==> config.mk <==
export PLATFORM = sky130hd
export DESIGN_NAME = elevator_requests_top
export DESIGN_NICKNAME = d
export VERILOG_FILES = /design/src/logic/elevator_pkg.sv /design/src/logic/button_latch.sv /design/src/logic/request_fifo.sv /design/src/logic/floor_dispatcher.sv /design/src/logic/elevator_requests_top.sv
export VERILOG_INCLUDE_DIRS = /design/src /design/src/logic
export SDC_FILE = /design/constraint.sdc
export NUM_CORES = 1
export LEC_CHECK = 0
export ABC_AREA = 1
export ABC_CLOCK_PERIOD_IN_PS = 5370
export BUFFER_PORTS_ARGS = -buffer_cell sky130_fd_sc_hd__clkbuf_2
export CAP_MARGIN = 20
export CORE_UTILIZATION = 55
export CTS_BUF_LIST = sky130_fd_sc_hd__clkbuf_8
export DETAILED_ROUTE_END_ITERATION = 8
export PLACE_DENSITY = 0.73
export SYNTH_ARGS = -nofsm -noshare
export SYNTH_HDL_FRONTEND = slang
export SYNTH_SLANG_ARGS = --single-unit
==> constraint.sdc <==
create_clock -name clock -period 5.37 [get_ports clock]
set_clock_uncertainty 0.15 [all_clocks]
set_input_delay 0.8055 -clock clock [delete_from_list [all_inputs] [get_ports clock]]
set_output_delay 0.8055 -clock clock [all_outputs]
set_load 0.01 [all_outputs]
==> src/logic/elevator_config.svh <==
// Elevator request controller constants
// Floor count, request queue depth and the widths derived from them

`ifndef ELEVATOR_CONFIG_SVH
`define ELEVATOR_CONFIG_SVH

// Car serves floors 1 through 11
`define FLOOR_COUNT   11
`define FLOOR_WIDTH   4

// Request queue size and a credit counter able to hold 0 to REQUEST_DEPTH
`define REQUEST_DEPTH 8
`define CREDIT_WIDTH  4

`endif

==> src/logic/elevator_pkg.sv <==
// Elevator request types
// Floor numbers, button masks, request records and dispatcher encodings

`include "elevator_config.svh"

package elevator_pkg;

    // Floor 1 is encoded as 0, floor 11 as 10
    typedef logic [`FLOOR_WIDTH-1:0] floor_t;

    // One bit per floor, for buttons and lamps
    typedef logic [`FLOOR_COUNT-1:0] floor_mask_t;

    // A queued request, or a floor that has just been served
    typedef struct packed {
        logic   valid;
        floor_t floor;
    } floor_request_t;

    typedef enum logic {
        DIR_DOWN = 1'b0,
        DIR_UP   = 1'b1
    } direction_t;

    typedef enum logic {
        DISPATCH_IDLE   = 1'b0,
        DISPATCH_TRAVEL = 1'b1
    } dispatch_state_t;

endpackage

==> src/logic/button_latch.sv <==
// Button latch for panel and hall calls
// Lights lamps, pushes one request per cycle under credit control

`timescale 1ns/1ps
`include "elevator_config.svh"

module button_latch
    import elevator_pkg::*;
(
    input  logic           clock,
    input  logic           reset_n,
    input  floor_mask_t    floor_call_buttons,
    input  floor_mask_t    panel_buttons,
    input  logic           power_switch,
    input  logic           emergency_btn,
    input  floor_t         current_floor,
    input  floor_request_t served,
    input  logic           credit_return,
    output floor_request_t push,
    output floor_mask_t    call_button_lights,
    output floor_mask_t    panel_button_lights
);

    logic [`CREDIT_WIDTH-1:0] credits;
    floor_mask_t              current_mask;
    floor_mask_t              served_mask;
    floor_mask_t              lit_mask;
    floor_mask_t              panel_ready;
    floor_mask_t              call_ready;
    floor_mask_t              pick_mask;
    floor_t                   pick_floor;
    logic                     accept_enable;
    logic                     take_panel;
    logic                     take_call;
    logic                     push_now;

    //////////////////////////////////////////////////
    // Request selection
    //////////////////////////////////////////////////

    assign current_mask  = floor_mask_t'(1) << current_floor;
    assign served_mask   = served.valid ? (floor_mask_t'(1) << served.floor) : '0;
    assign accept_enable = power_switch && !emergency_btn && (credits != '0);

    // A floor is requested once, whichever button lit it
    assign lit_mask = panel_button_lights | call_button_lights;

    // A button only counts while its floor is dark and the car is elsewhere
    assign panel_ready = panel_buttons & ~lit_mask & ~current_mask;
    assign call_ready  = floor_call_buttons & ~lit_mask & ~current_mask;

    // Panel presses win over hall calls
    assign take_panel = accept_enable && (panel_ready != '0);
    assign take_call  = accept_enable && !take_panel && (call_ready != '0);
    assign push_now   = take_panel || take_call;

    // Lowest floor index wins within the chosen source
    always_comb begin
        floor_mask_t source;
        source = take_panel ? panel_ready : call_ready;
        pick_floor = '0;
        for (int i = `FLOOR_COUNT - 1; i >= 0; i--) begin
            if (source[i]) begin
                pick_floor = floor_t'(i);
            end
        end
    end

    assign pick_mask = floor_mask_t'(1) << pick_floor;

    //////////////////////////////////////////////////
    // Lamps, push and credits
    //////////////////////////////////////////////////

    always_ff @(posedge clock or negedge reset_n) begin
        if (!reset_n) begin
            panel_button_lights <= '0;
            call_button_lights  <= '0;
            push                <= '0;
        end else begin
            panel_button_lights <= (panel_button_lights & ~served_mask) |
                                   (take_panel ? pick_mask : '0);
            call_button_lights  <= (call_button_lights & ~served_mask) |
                                   (take_call ? pick_mask : '0);
            push.valid          <= push_now;
            push.floor          <= pick_floor;
        end
    end

    // One credit per free queue entry
    always_ff @(posedge clock or negedge reset_n) begin
        if (!reset_n) begin
            credits <= `CREDIT_WIDTH'(`REQUEST_DEPTH);
        end else begin
            case ({push_now, credit_return})
                2'b10:   credits <= credits - 1'b1;
                2'b01:   credits <= credits + 1'b1;
                default: credits <= credits;
            endcase
        end
    end

endmodule

==> src/logic/request_fifo.sv <==
// Request queue
// Circular buffer of floor requests, hands back a credit for each freed entry

`timescale 1ns/1ps
`include "elevator_config.svh"

module request_fifo
    import elevator_pkg::*;
(
    input  logic           clock,
    input  logic           reset_n,
    input  floor_request_t push,
    input  logic           pop,
    output floor_request_t head,
    output logic           credit_return
);

    localparam int PTR_WIDTH = $clog2(`REQUEST_DEPTH);

    floor_t                   mem [`REQUEST_DEPTH];
    logic [PTR_WIDTH-1:0]     wr_ptr;
    logic [PTR_WIDTH-1:0]     rd_ptr;
    logic [`CREDIT_WIDTH-1:0] count;
    logic                     write_en;
    logic                     read_en;

    // Pointer advance with wrap at the last entry
    function automatic logic [PTR_WIDTH-1:0] next_ptr(input logic [PTR_WIDTH-1:0] ptr);
        if (ptr == PTR_WIDTH'(`REQUEST_DEPTH - 1)) begin
            return '0;
        end
        return ptr + 1'b1;
    endfunction

    assign write_en = push.valid && (count != `CREDIT_WIDTH'(`REQUEST_DEPTH));
    assign read_en  = pop && (count != '0);

    assign head.valid = (count != '0);
    assign head.floor = mem[rd_ptr];

    //////////////////////////////////////////////////
    // Storage
    //////////////////////////////////////////////////

    always_ff @(posedge clock) begin
        if (write_en) begin
            mem[wr_ptr] <= push.floor;
        end
    end

    //////////////////////////////////////////////////
    // Pointers, occupancy and credit return
    //////////////////////////////////////////////////

    always_ff @(posedge clock or negedge reset_n) begin
        if (!reset_n) begin
            wr_ptr        <= '0;
            rd_ptr        <= '0;
            count         <= '0;
            credit_return <= 1'b0;
        end else begin
            if (write_en) begin
                wr_ptr <= next_ptr(wr_ptr);
            end
            if (read_en) begin
                rd_ptr <= next_ptr(rd_ptr);
            end
            case ({write_en, read_en})
                2'b10:   count <= count + 1'b1;
                2'b01:   count <= count - 1'b1;
                default: count <= count;
            endcase
            // Freed entry goes back to the latch one cycle after the pop
            credit_return <= read_en;
        end
    end

endmodule

==> src/logic/floor_dispatcher.sv <==
// Floor dispatcher
// Sends the car to the oldest request, reports served floors, grants door control

`timescale 1ns/1ps

module floor_dispatcher
    import elevator_pkg::*;
(
    input  logic           clock,
    input  logic           reset_n,
    input  floor_request_t head,
    input  floor_t         current_floor,
    input  logic           elevator_moving,
    input  logic           power_switch,
    input  logic           emergency_btn,
    input  logic           door_open_btn,
    input  logic           door_close_btn,
    output logic           pop,
    output floor_request_t served,
    output floor_t         elevator_floor_selector,
    output direction_t     direction_selector,
    output logic           activate_elevator,
    output logic           door_open_allowed,
    output logic           door_close_allowed
);

    dispatch_state_t state;
    direction_t      head_dir;
    direction_t      travel_dir;
    logic            arrived;

    //////////////////////////////////////////////////
    // Car commands
    //////////////////////////////////////////////////

    assign head_dir = (head.floor > current_floor) ? DIR_UP : DIR_DOWN;

    assign activate_elevator = power_switch && !emergency_btn && head.valid &&
                               !elevator_moving && (head.floor != current_floor);

    assign elevator_floor_selector = head.floor;

    // Hold the departure direction for the whole trip
    assign direction_selector = (state == DISPATCH_TRAVEL) ? travel_dir : head_dir;

    // Car standing at the head floor; a pop in flight blocks a second one
    assign arrived = head.valid && !elevator_moving &&
                     (head.floor == current_floor) && !pop;

    //////////////////////////////////////////////////
    // Dispatch FSM
    //////////////////////////////////////////////////

    always_ff @(posedge clock or negedge reset_n) begin
        if (!reset_n) begin
            state      <= DISPATCH_IDLE;
            travel_dir <= DIR_DOWN;
            pop        <= 1'b0;
            served     <= '0;
        end else begin
            case (state)
                DISPATCH_IDLE: begin
                    if (activate_elevator) begin
                        state      <= DISPATCH_TRAVEL;
                        travel_dir <= head_dir;
                    end
                end
                DISPATCH_TRAVEL: begin
                    if (arrived) begin
                        state <= DISPATCH_IDLE;
                    end
                end
                default: state <= DISPATCH_IDLE;
            endcase
            pop          <= arrived;
            served.valid <= arrived;
            served.floor <= head.floor;
        end
    end

    // Doors only answer while stopped with power on
    always_ff @(posedge clock or negedge reset_n) begin
        if (!reset_n) begin
            door_open_allowed  <= 1'b0;
            door_close_allowed <= 1'b0;
        end else begin
            door_open_allowed  <= door_open_btn && !elevator_moving && power_switch;
            door_close_allowed <= door_close_btn && !elevator_moving && power_switch;
        end
    end

endmodule

==> src/logic/elevator_requests_top.sv <==
// Elevator request controller top level
// Button latch feeds the request queue, which the dispatcher drains

`timescale 1ns/1ps

module elevator_requests_top
    import elevator_pkg::*;
(
    input  logic        clock,
    input  logic        reset_n,
    input  floor_mask_t floor_call_buttons,
    input  floor_mask_t panel_buttons,
    input  logic        door_open_btn,
    input  logic        door_close_btn,
    input  logic        emergency_btn,
    input  logic        power_switch,
    input  floor_t      current_floor,
    input  logic        elevator_moving,
    output floor_t      elevator_floor_selector,
    output direction_t  direction_selector,
    output logic        activate_elevator,
    output logic        door_open_allowed,
    output logic        door_close_allowed,
    output floor_mask_t call_button_lights,
    output floor_mask_t panel_button_lights
);

    floor_request_t push;
    floor_request_t head;
    floor_request_t served;
    logic           credit_return;
    logic           pop;

    button_latch button_latch0 (
        .clock               (clock),
        .reset_n             (reset_n),
        .floor_call_buttons  (floor_call_buttons),
        .panel_buttons       (panel_buttons),
        .power_switch        (power_switch),
        .emergency_btn       (emergency_btn),
        .current_floor       (current_floor),
        .served              (served),
        .credit_return       (credit_return),
        .push                (push),
        .call_button_lights  (call_button_lights),
        .panel_button_lights (panel_button_lights)
    );

    request_fifo request_fifo0 (
        .clock         (clock),
        .reset_n       (reset_n),
        .push          (push),
        .pop           (pop),
        .head          (head),
        .credit_return (credit_return)
    );

    floor_dispatcher floor_dispatcher0 (
        .clock                   (clock),
        .reset_n                 (reset_n),
        .head                    (head),
        .current_floor           (current_floor),
        .elevator_moving         (elevator_moving),
        .power_switch            (power_switch),
        .emergency_btn           (emergency_btn),
        .door_open_btn           (door_open_btn),
        .door_close_btn          (door_close_btn),
        .pop                     (pop),
        .served                  (served),
        .elevator_floor_selector (elevator_floor_selector),
        .direction_selector      (direction_selector),
        .activate_elevator       (activate_elevator),
        .door_open_allowed       (door_open_allowed),
        .door_close_allowed      (door_close_allowed)
    );

endmodule

* After elaboration in Yosys (flattened, before gate mapping) *
Memories as Yosys holds them, arrays and structs flattened.
Index checks and enable logic that the tools add are counted.

word-level totals
  register bits after elaboration = 51
  memory bits (writable) = 32
  input port bits = 33
  output and inout port bits = 30
  logic and storage cells = 109
  memories kept = 1

memory list
  memory             words  width  read ports  clocked after Yosys merged registers in  wr ports  RTL line            source
  request_fifo0.mem  8      4      1           0                                        1         request_fifo.sv:20  floor_t mem [`REQUEST_DEPTH];

cells by class
  $add $sub $neg = 6
  $lt $le $gt $ge = 1
  eq/ne operators = 9
  shift operators = 3
  muxes and demuxes = 32
  bitwise operators = 13
  reductions and logical operators = 29

operator list
  cell                  count
  $and 11x11->11        6
  $mux 11               4
  $mux 4                11
  $not 11->11           3
  $or 11x11->11         3
  $shl 1x4->11 const A  3
  $reduce_bool 11->1    2
  $logic_and 1x1->1     17
  $pmux 4 s2            2
  $mux 3                4
  $mux 1                10
  $add 4x1->4 const B   2
  $reduce_bool 4->1     2
  $sub 4x1->4 const B   2
  $add 3x1->3 const B   2
  $eq 3x3->1 const B    2
  $eq 2x1->1 const B    2
  $eq 2x2->1 const B    2
  $eq 4x4->1            1
  $gt 4x4->1            1
  $logic_not 1->1       4
  $ne 4x4->1            1
  $ne 4x4->1 const B    1
  $reduce_bool 2->1     2
  other kinds (4)       4

* Depth between registers and ports, before layout *
  depth in word-level cells = 21
  gate-level depth with buffers = 23
  depth with buffers taken out = 22

* By module *
Synthesis repeated with hierarchy kept, for this count alone.

second synthesis, totals
  cells, all modules = 590
  area, all modules = 4,728.3 um^2

modules (own cells, without submodules)
  module            times used  cells each  area an instance (um^2)  seq. area each (um^2)
  button_latch      1           305         2,148.3                  777.0
  request_fifo      1           225         2,090.8                  1,236.2
  floor_dispatcher  1           60          489.2                    225.2

* Least setup slack after synthesis *
OpenSTA, ideal clock, no wires.

  kind = input to register
  start = in power_switch
  end = reg button_latch0.credits[3]
  setup time = 80 ps
  arrival = 3,127 ps
  required time = 5,140 ps
  slack = 2,013 ps
  stages = 15
  path buffers = 0
  cell sequence = inv_1 -> or2_2 -> a21oi_1 -> o41ai_1 -> nor2_1 -> nor2_1 -> ha_1 -> inv_1 -> ha_1 -> a21o_1 -> a21oi_1 -> nor2_1 -> nor2_1 -> nand2_1 -> xor2_1

between the ends
  cells in the longest elaborated chain, start to end = 9
  elaborated cells on any way between the ends = 11
  those cells by class = 2 x eq/ne; 1 x mux; 8 x reduce/logical

ends and longest elaborated chain
  what                                                    RTL line                     source
  from (decl)                                             elevator_requests_top.sv:16  input logic power_switch,
  $logic_and 1x1->1 (*) (2 in series)                     button_latch.sv:43           assign accept_enable = power_switch && !emergency_btn && (credits != '0);
  $logic_and 1x1->1                                       button_latch.sv:53           assign take_panel = accept_enable && (panel_ready != '0);
  $logic_not 1->1                                         button_latch.sv:54           assign take_call = accept_enable && !take_panel && (call_ready != '0);
  $logic_and 1x1->1 (2 in series)                         button_latch.sv:54
  $logic_or 1x1->1 (*)                                    button_latch.sv:55           assign push_now = take_panel || take_call;
  $eq 2x1->1 / $eq 2x2->1 (equally long branches)         button_latch.sv:95           case ({push_now, credit_return})
  $pmux 4 s2 / $reduce_bool 2->1 (equally long branches)  --
  to (signal assigned)                                    button_latch.sv:96           2'b10: credits <= credits - 1'b1;
  to (signal assigned)                                    button_latch.sv:97           2'b01: credits <= credits + 1'b1;
  to (signal assigned)                                    button_latch.sv:98           default: credits <= credits;
  to (decl)                                               button_latch.sv:24           logic [`CREDIT_WIDTH-1:0] credits;

Every way passes the cells marked *; elsewhere a longest branch is shown, timed or not.
A chain may end at the register's enable or synchronous reset.

* Final worst setup path *
  start = reg request_fifo0.rd_ptr[0]
  end = out direction_selector

between the ends
  cells in the longest elaborated chain, start to end = 4

ends and longest elaborated chain
  what                    RTL line                     source
  from (decl)             request_fifo.sv:22           logic [PTR_WIDTH-1:0] rd_ptr;
  from (signal assigned)  request_fifo.sv:66           rd_ptr <= next_ptr(rd_ptr);
  $mem_v2 8x4             --
  $gt 4x4->1              floor_dispatcher.sv:36       assign head_dir = (head.floor > current_floor) ? DIR_UP : DIR_DOWN;
  $mux 1                  floor_dispatcher.sv:36
  $mux 1                  floor_dispatcher.sv:44       assign direction_selector = (state == DISPATCH_TRAVEL) ? travel_dir : head_dir;
  to (decl)               elevator_requests_top.sv:20  output direction_t direction_selector,

No other way between the ends.

==> flow_summary.json <==
{
  "die_h_um": 91.3,
  "min_period_ns": 3.98,
  "track_usage_pct": 27.4,
  "synth_area_per_cell_um2": 8.63,
  "worstPathArrival_ns": 3.02,
  "clock_latency_ns": 0.37,
  "cts_buffers": 9,
  "wirelength_mm": 10.5,
  "core_um2": 7730,
  "status": "completed",
  "synth_top_cell_by_area": "dfrtp_1",
  "postSynth.asyncResetShare_pct": 61.4,
  "synthAdderAreaFrac_pct": 4.91,
  "insertedDiodeCount": 0,
  "fin_util_pct": 64.7,
  "synth_top_area_share_pct": 28.5,
  "synth_xor_area_share_pct": 1.20,
  "critical_path.max_stage_delay_ns": 0.58,
  "path_common_cell": "inv_1",
  "num_rows": 32,
  "setup_tns_ns": 0,
  "wl_per_cell_um": 15.4,
  "cp_cell_sequence": "inv_1 > o21ai_0 > o22ai_1 > inv_1 > o21ai_0 > inv_1 > ha_1 > nand3_1 > inv_1 > a21oi_1 > nand2_1 > nand2_1 > clkbuf_2",
  "ir_drop_mv": 0.292,
  "synthCells": 508,
  "cts_sinks": 83,
  "cts.hold.buffers_added": 0,
  "io_buffers": 62,
  "nNetsFinal": 625,
  "io-pin-count": 63,
  "rsz0062_at_grt": "false",
  "synth-compound-area-share_pct": 8.47,
  "synth.cell_area_um2": 4390,
  "synth-simple-area-share_pct": 27.3,
  "overflow": 0,
  "antenna_found_initial": 0,
  "synthesis.yosys.warnings": 0,
  "timing.critical_path.to_type": "primary output",
  "clk_pin_slew_ns": 0.10,
  "worstHoldPathType": "reg2reg",
  "cts_setup_buffers": 0,
  "final_cell_mix": "nand2_1 (115), nor2_1 (73), clkbuf_2 (62)",
  "layout_worst_path_cycle_share_pct": 74.1,
  "drc": 0,
  "ys_top_cells_by_area": "dfrtp_1 (29%), edfxtp_1 (22%), nand2_1 (9.8%)",
  "synth_top_family_by_area": "simple AND/OR/NAND/NOR gates",
  "synth.net_count": 557,
  "layout_commonest_cell": "nand2_1",
  "cp-start-kind": "flop",
  "hpwl_mm": 8.07,
  "cp_data_required_time_ns": 4.41,
  "cts_root_buffer": "clkbuf_8",
  "worstSetupPathType": "reg2out",
  "critical_path_peak_fanout": 18,
  "maxSlewViolCount": 0,
  "finalSetupViolCount": 0,
  "dp_worst_setup_slack_ns": 1.41,
  "multi_input_area_um2": 1850,
  "synth_ff_type": "dfrtp_1",
  "synth_edf_count": 32,
  "firstDrtPassIters": 5,
  "via_per_inst": 5.44,
  "vias": 3718,
  "regArea_um2": 2240,
  "worst_pin_slew_ns": 0.645,
  "fmax_mhz": 251,
  "gp_congestion": 0.956,
  "die-area_um2": 8330,
  "grt_max_degree": 52,
  "worst_slack_ns": 1.39,
  "nFillCells": 657,
  "drive_gt1_share_pct": 18.4,
  "start_util_pct": 56.8,
  "maxCapViolations": 0,
  "area_delta_synth_final_pct": 14.1,
  "synthMuxAreaShare_pct": 0.257,
  "cp_slowest_cell": "dfrtp_1",
  "synth_cell_types": 41,
  "max-slew-margin-rel_pct": 57.0,
  "synth-seq-area-share_pct": 51.0,
  "cts_tree": "done",
  "cts_max_level": 3,
  "hold_viol_final": 0,
  "grt_pass1_wl_mm": 17.3,
  "p_leak_nw": 2.40,
  "grt_pass1_vias": 3567,
  "drtIter0Drc": 268,
  "ant_nets": 0,
  "cts_resized": 0,
  "power_density_nw_per_um2": 506,
  "clock_path_buffers": 2,
  "die_x_um": 91.3,
  "synth_seq_cells": 83
}
worst max-delay path, delay by kind of cell, from the launching register on:
family                     cells  cell delay, ns
AOI/OAI and AO/OA              4            0.73
adders and majority gates      1            0.29
buffers and inverters          5            0.77
DFF                            1            0.58
and+or+nand+nor                3            0.27
cell families (layout without fill, tap and decap cells):
family,Yosys count,count (layout)
xor+xnor,6,6
mux,1,1
simple gates,262,262
buf+inv,74,147
flops,83,83
compound gates,66,66
fa+ha+maj,16,16
area by class of cell:
| class | instances | share of cell area [%] |
|---|---|---|
| Clock buffer | 9 | 2.48 |
| Multi-Input combinational cell | 351 | 36.9 |
| Inverter | 68 | 5.10 |
| Tap cell | 102 | 2.55 |
| Clock inverter | 7 | 1.85 |
| Timing Repair Buffer | 63 | 6.35 |
| Sequential cell | 83 | 44.7 |
power breakdown:
part           switching [W]  internal (W)  leakage, nW
logic               0.000675      0.000366         1.42
registers           0.000156      0.000845        0.871
clock network       0.000260      0.000229        0.110
total                0.00109       0.00144         2.40
layer usage:
layer	global-route usage (%)	vias to the layer above	wire, um
met2	42.5	157	4730
met3	7.45	13	964
met5	0	-	0
li1	-	1804	-
met1	38.3	1744	4710
met4	7.41	0	136
through the flow:
step	instance area, um^2	total power [W]	hold slack [ns]	instances
after floorplan	4390	0.00172	0.290	508
after global placement	4790	0.00202	0.322	667
after detailed placement	4790	0.00204	0.330	667
after CTS	5000	0.00253	0.344	683
after global routing	5000	0.00273	0.371	683
final	5000	0.00253	0.347	683
sequential cells by signal, summed over array words and instances, names as in the netlist, 3 cells and up:
register                           count
request_fifo0.count                    4
button_latch0.panel_button_lights     11
request_fifo0.wr_ptr                   3
request_fifo0.rd_ptr                   3
button_latch0.push                     5
button_latch0.credits                  4
floor_dispatcher0.served               4
button_latch0.call_button_lights      11
request_fifo0.mem                     32
worst paths after layout:
path | from | endpoint | slack (ns) | depth (start not counted)
max in group asynchronous | reset_n | floor_dispatcher0.state | 4.24 | 2
worst max register to register | button_latch0.credits[3] | button_latch0.credits[3] | 2.05 | 14
worst min register to register | floor_dispatcher0.pop | floor_dispatcher0.pop | 0.35 | 1
worst max-delay path | request_fifo0.rd_ptr[0] | direction_selector | 1.39 | 13
worst min-delay path | floor_dispatcher0.pop | floor_dispatcher0.pop | 0.35 | 1
min in group asynchronous | reset_n | button_latch0.call_button_lights[4] | 0.38 | 2
cell usage after synthesis, types with 5 or more instances:
master	number
inv_1	59
nor3b_1	5
ha_1	14
nand4_1	19
nand3_1	15
inv_2	7
o21ai_0	35
dfrtp_1	50
o22ai_1	5
edfxtp_1	32
nor2_1	73
nand2_1	115
o21ai_1	7
o21bai_1	7
nor3_1	11
No activity file was read; power rests on OpenSTA's default activity.
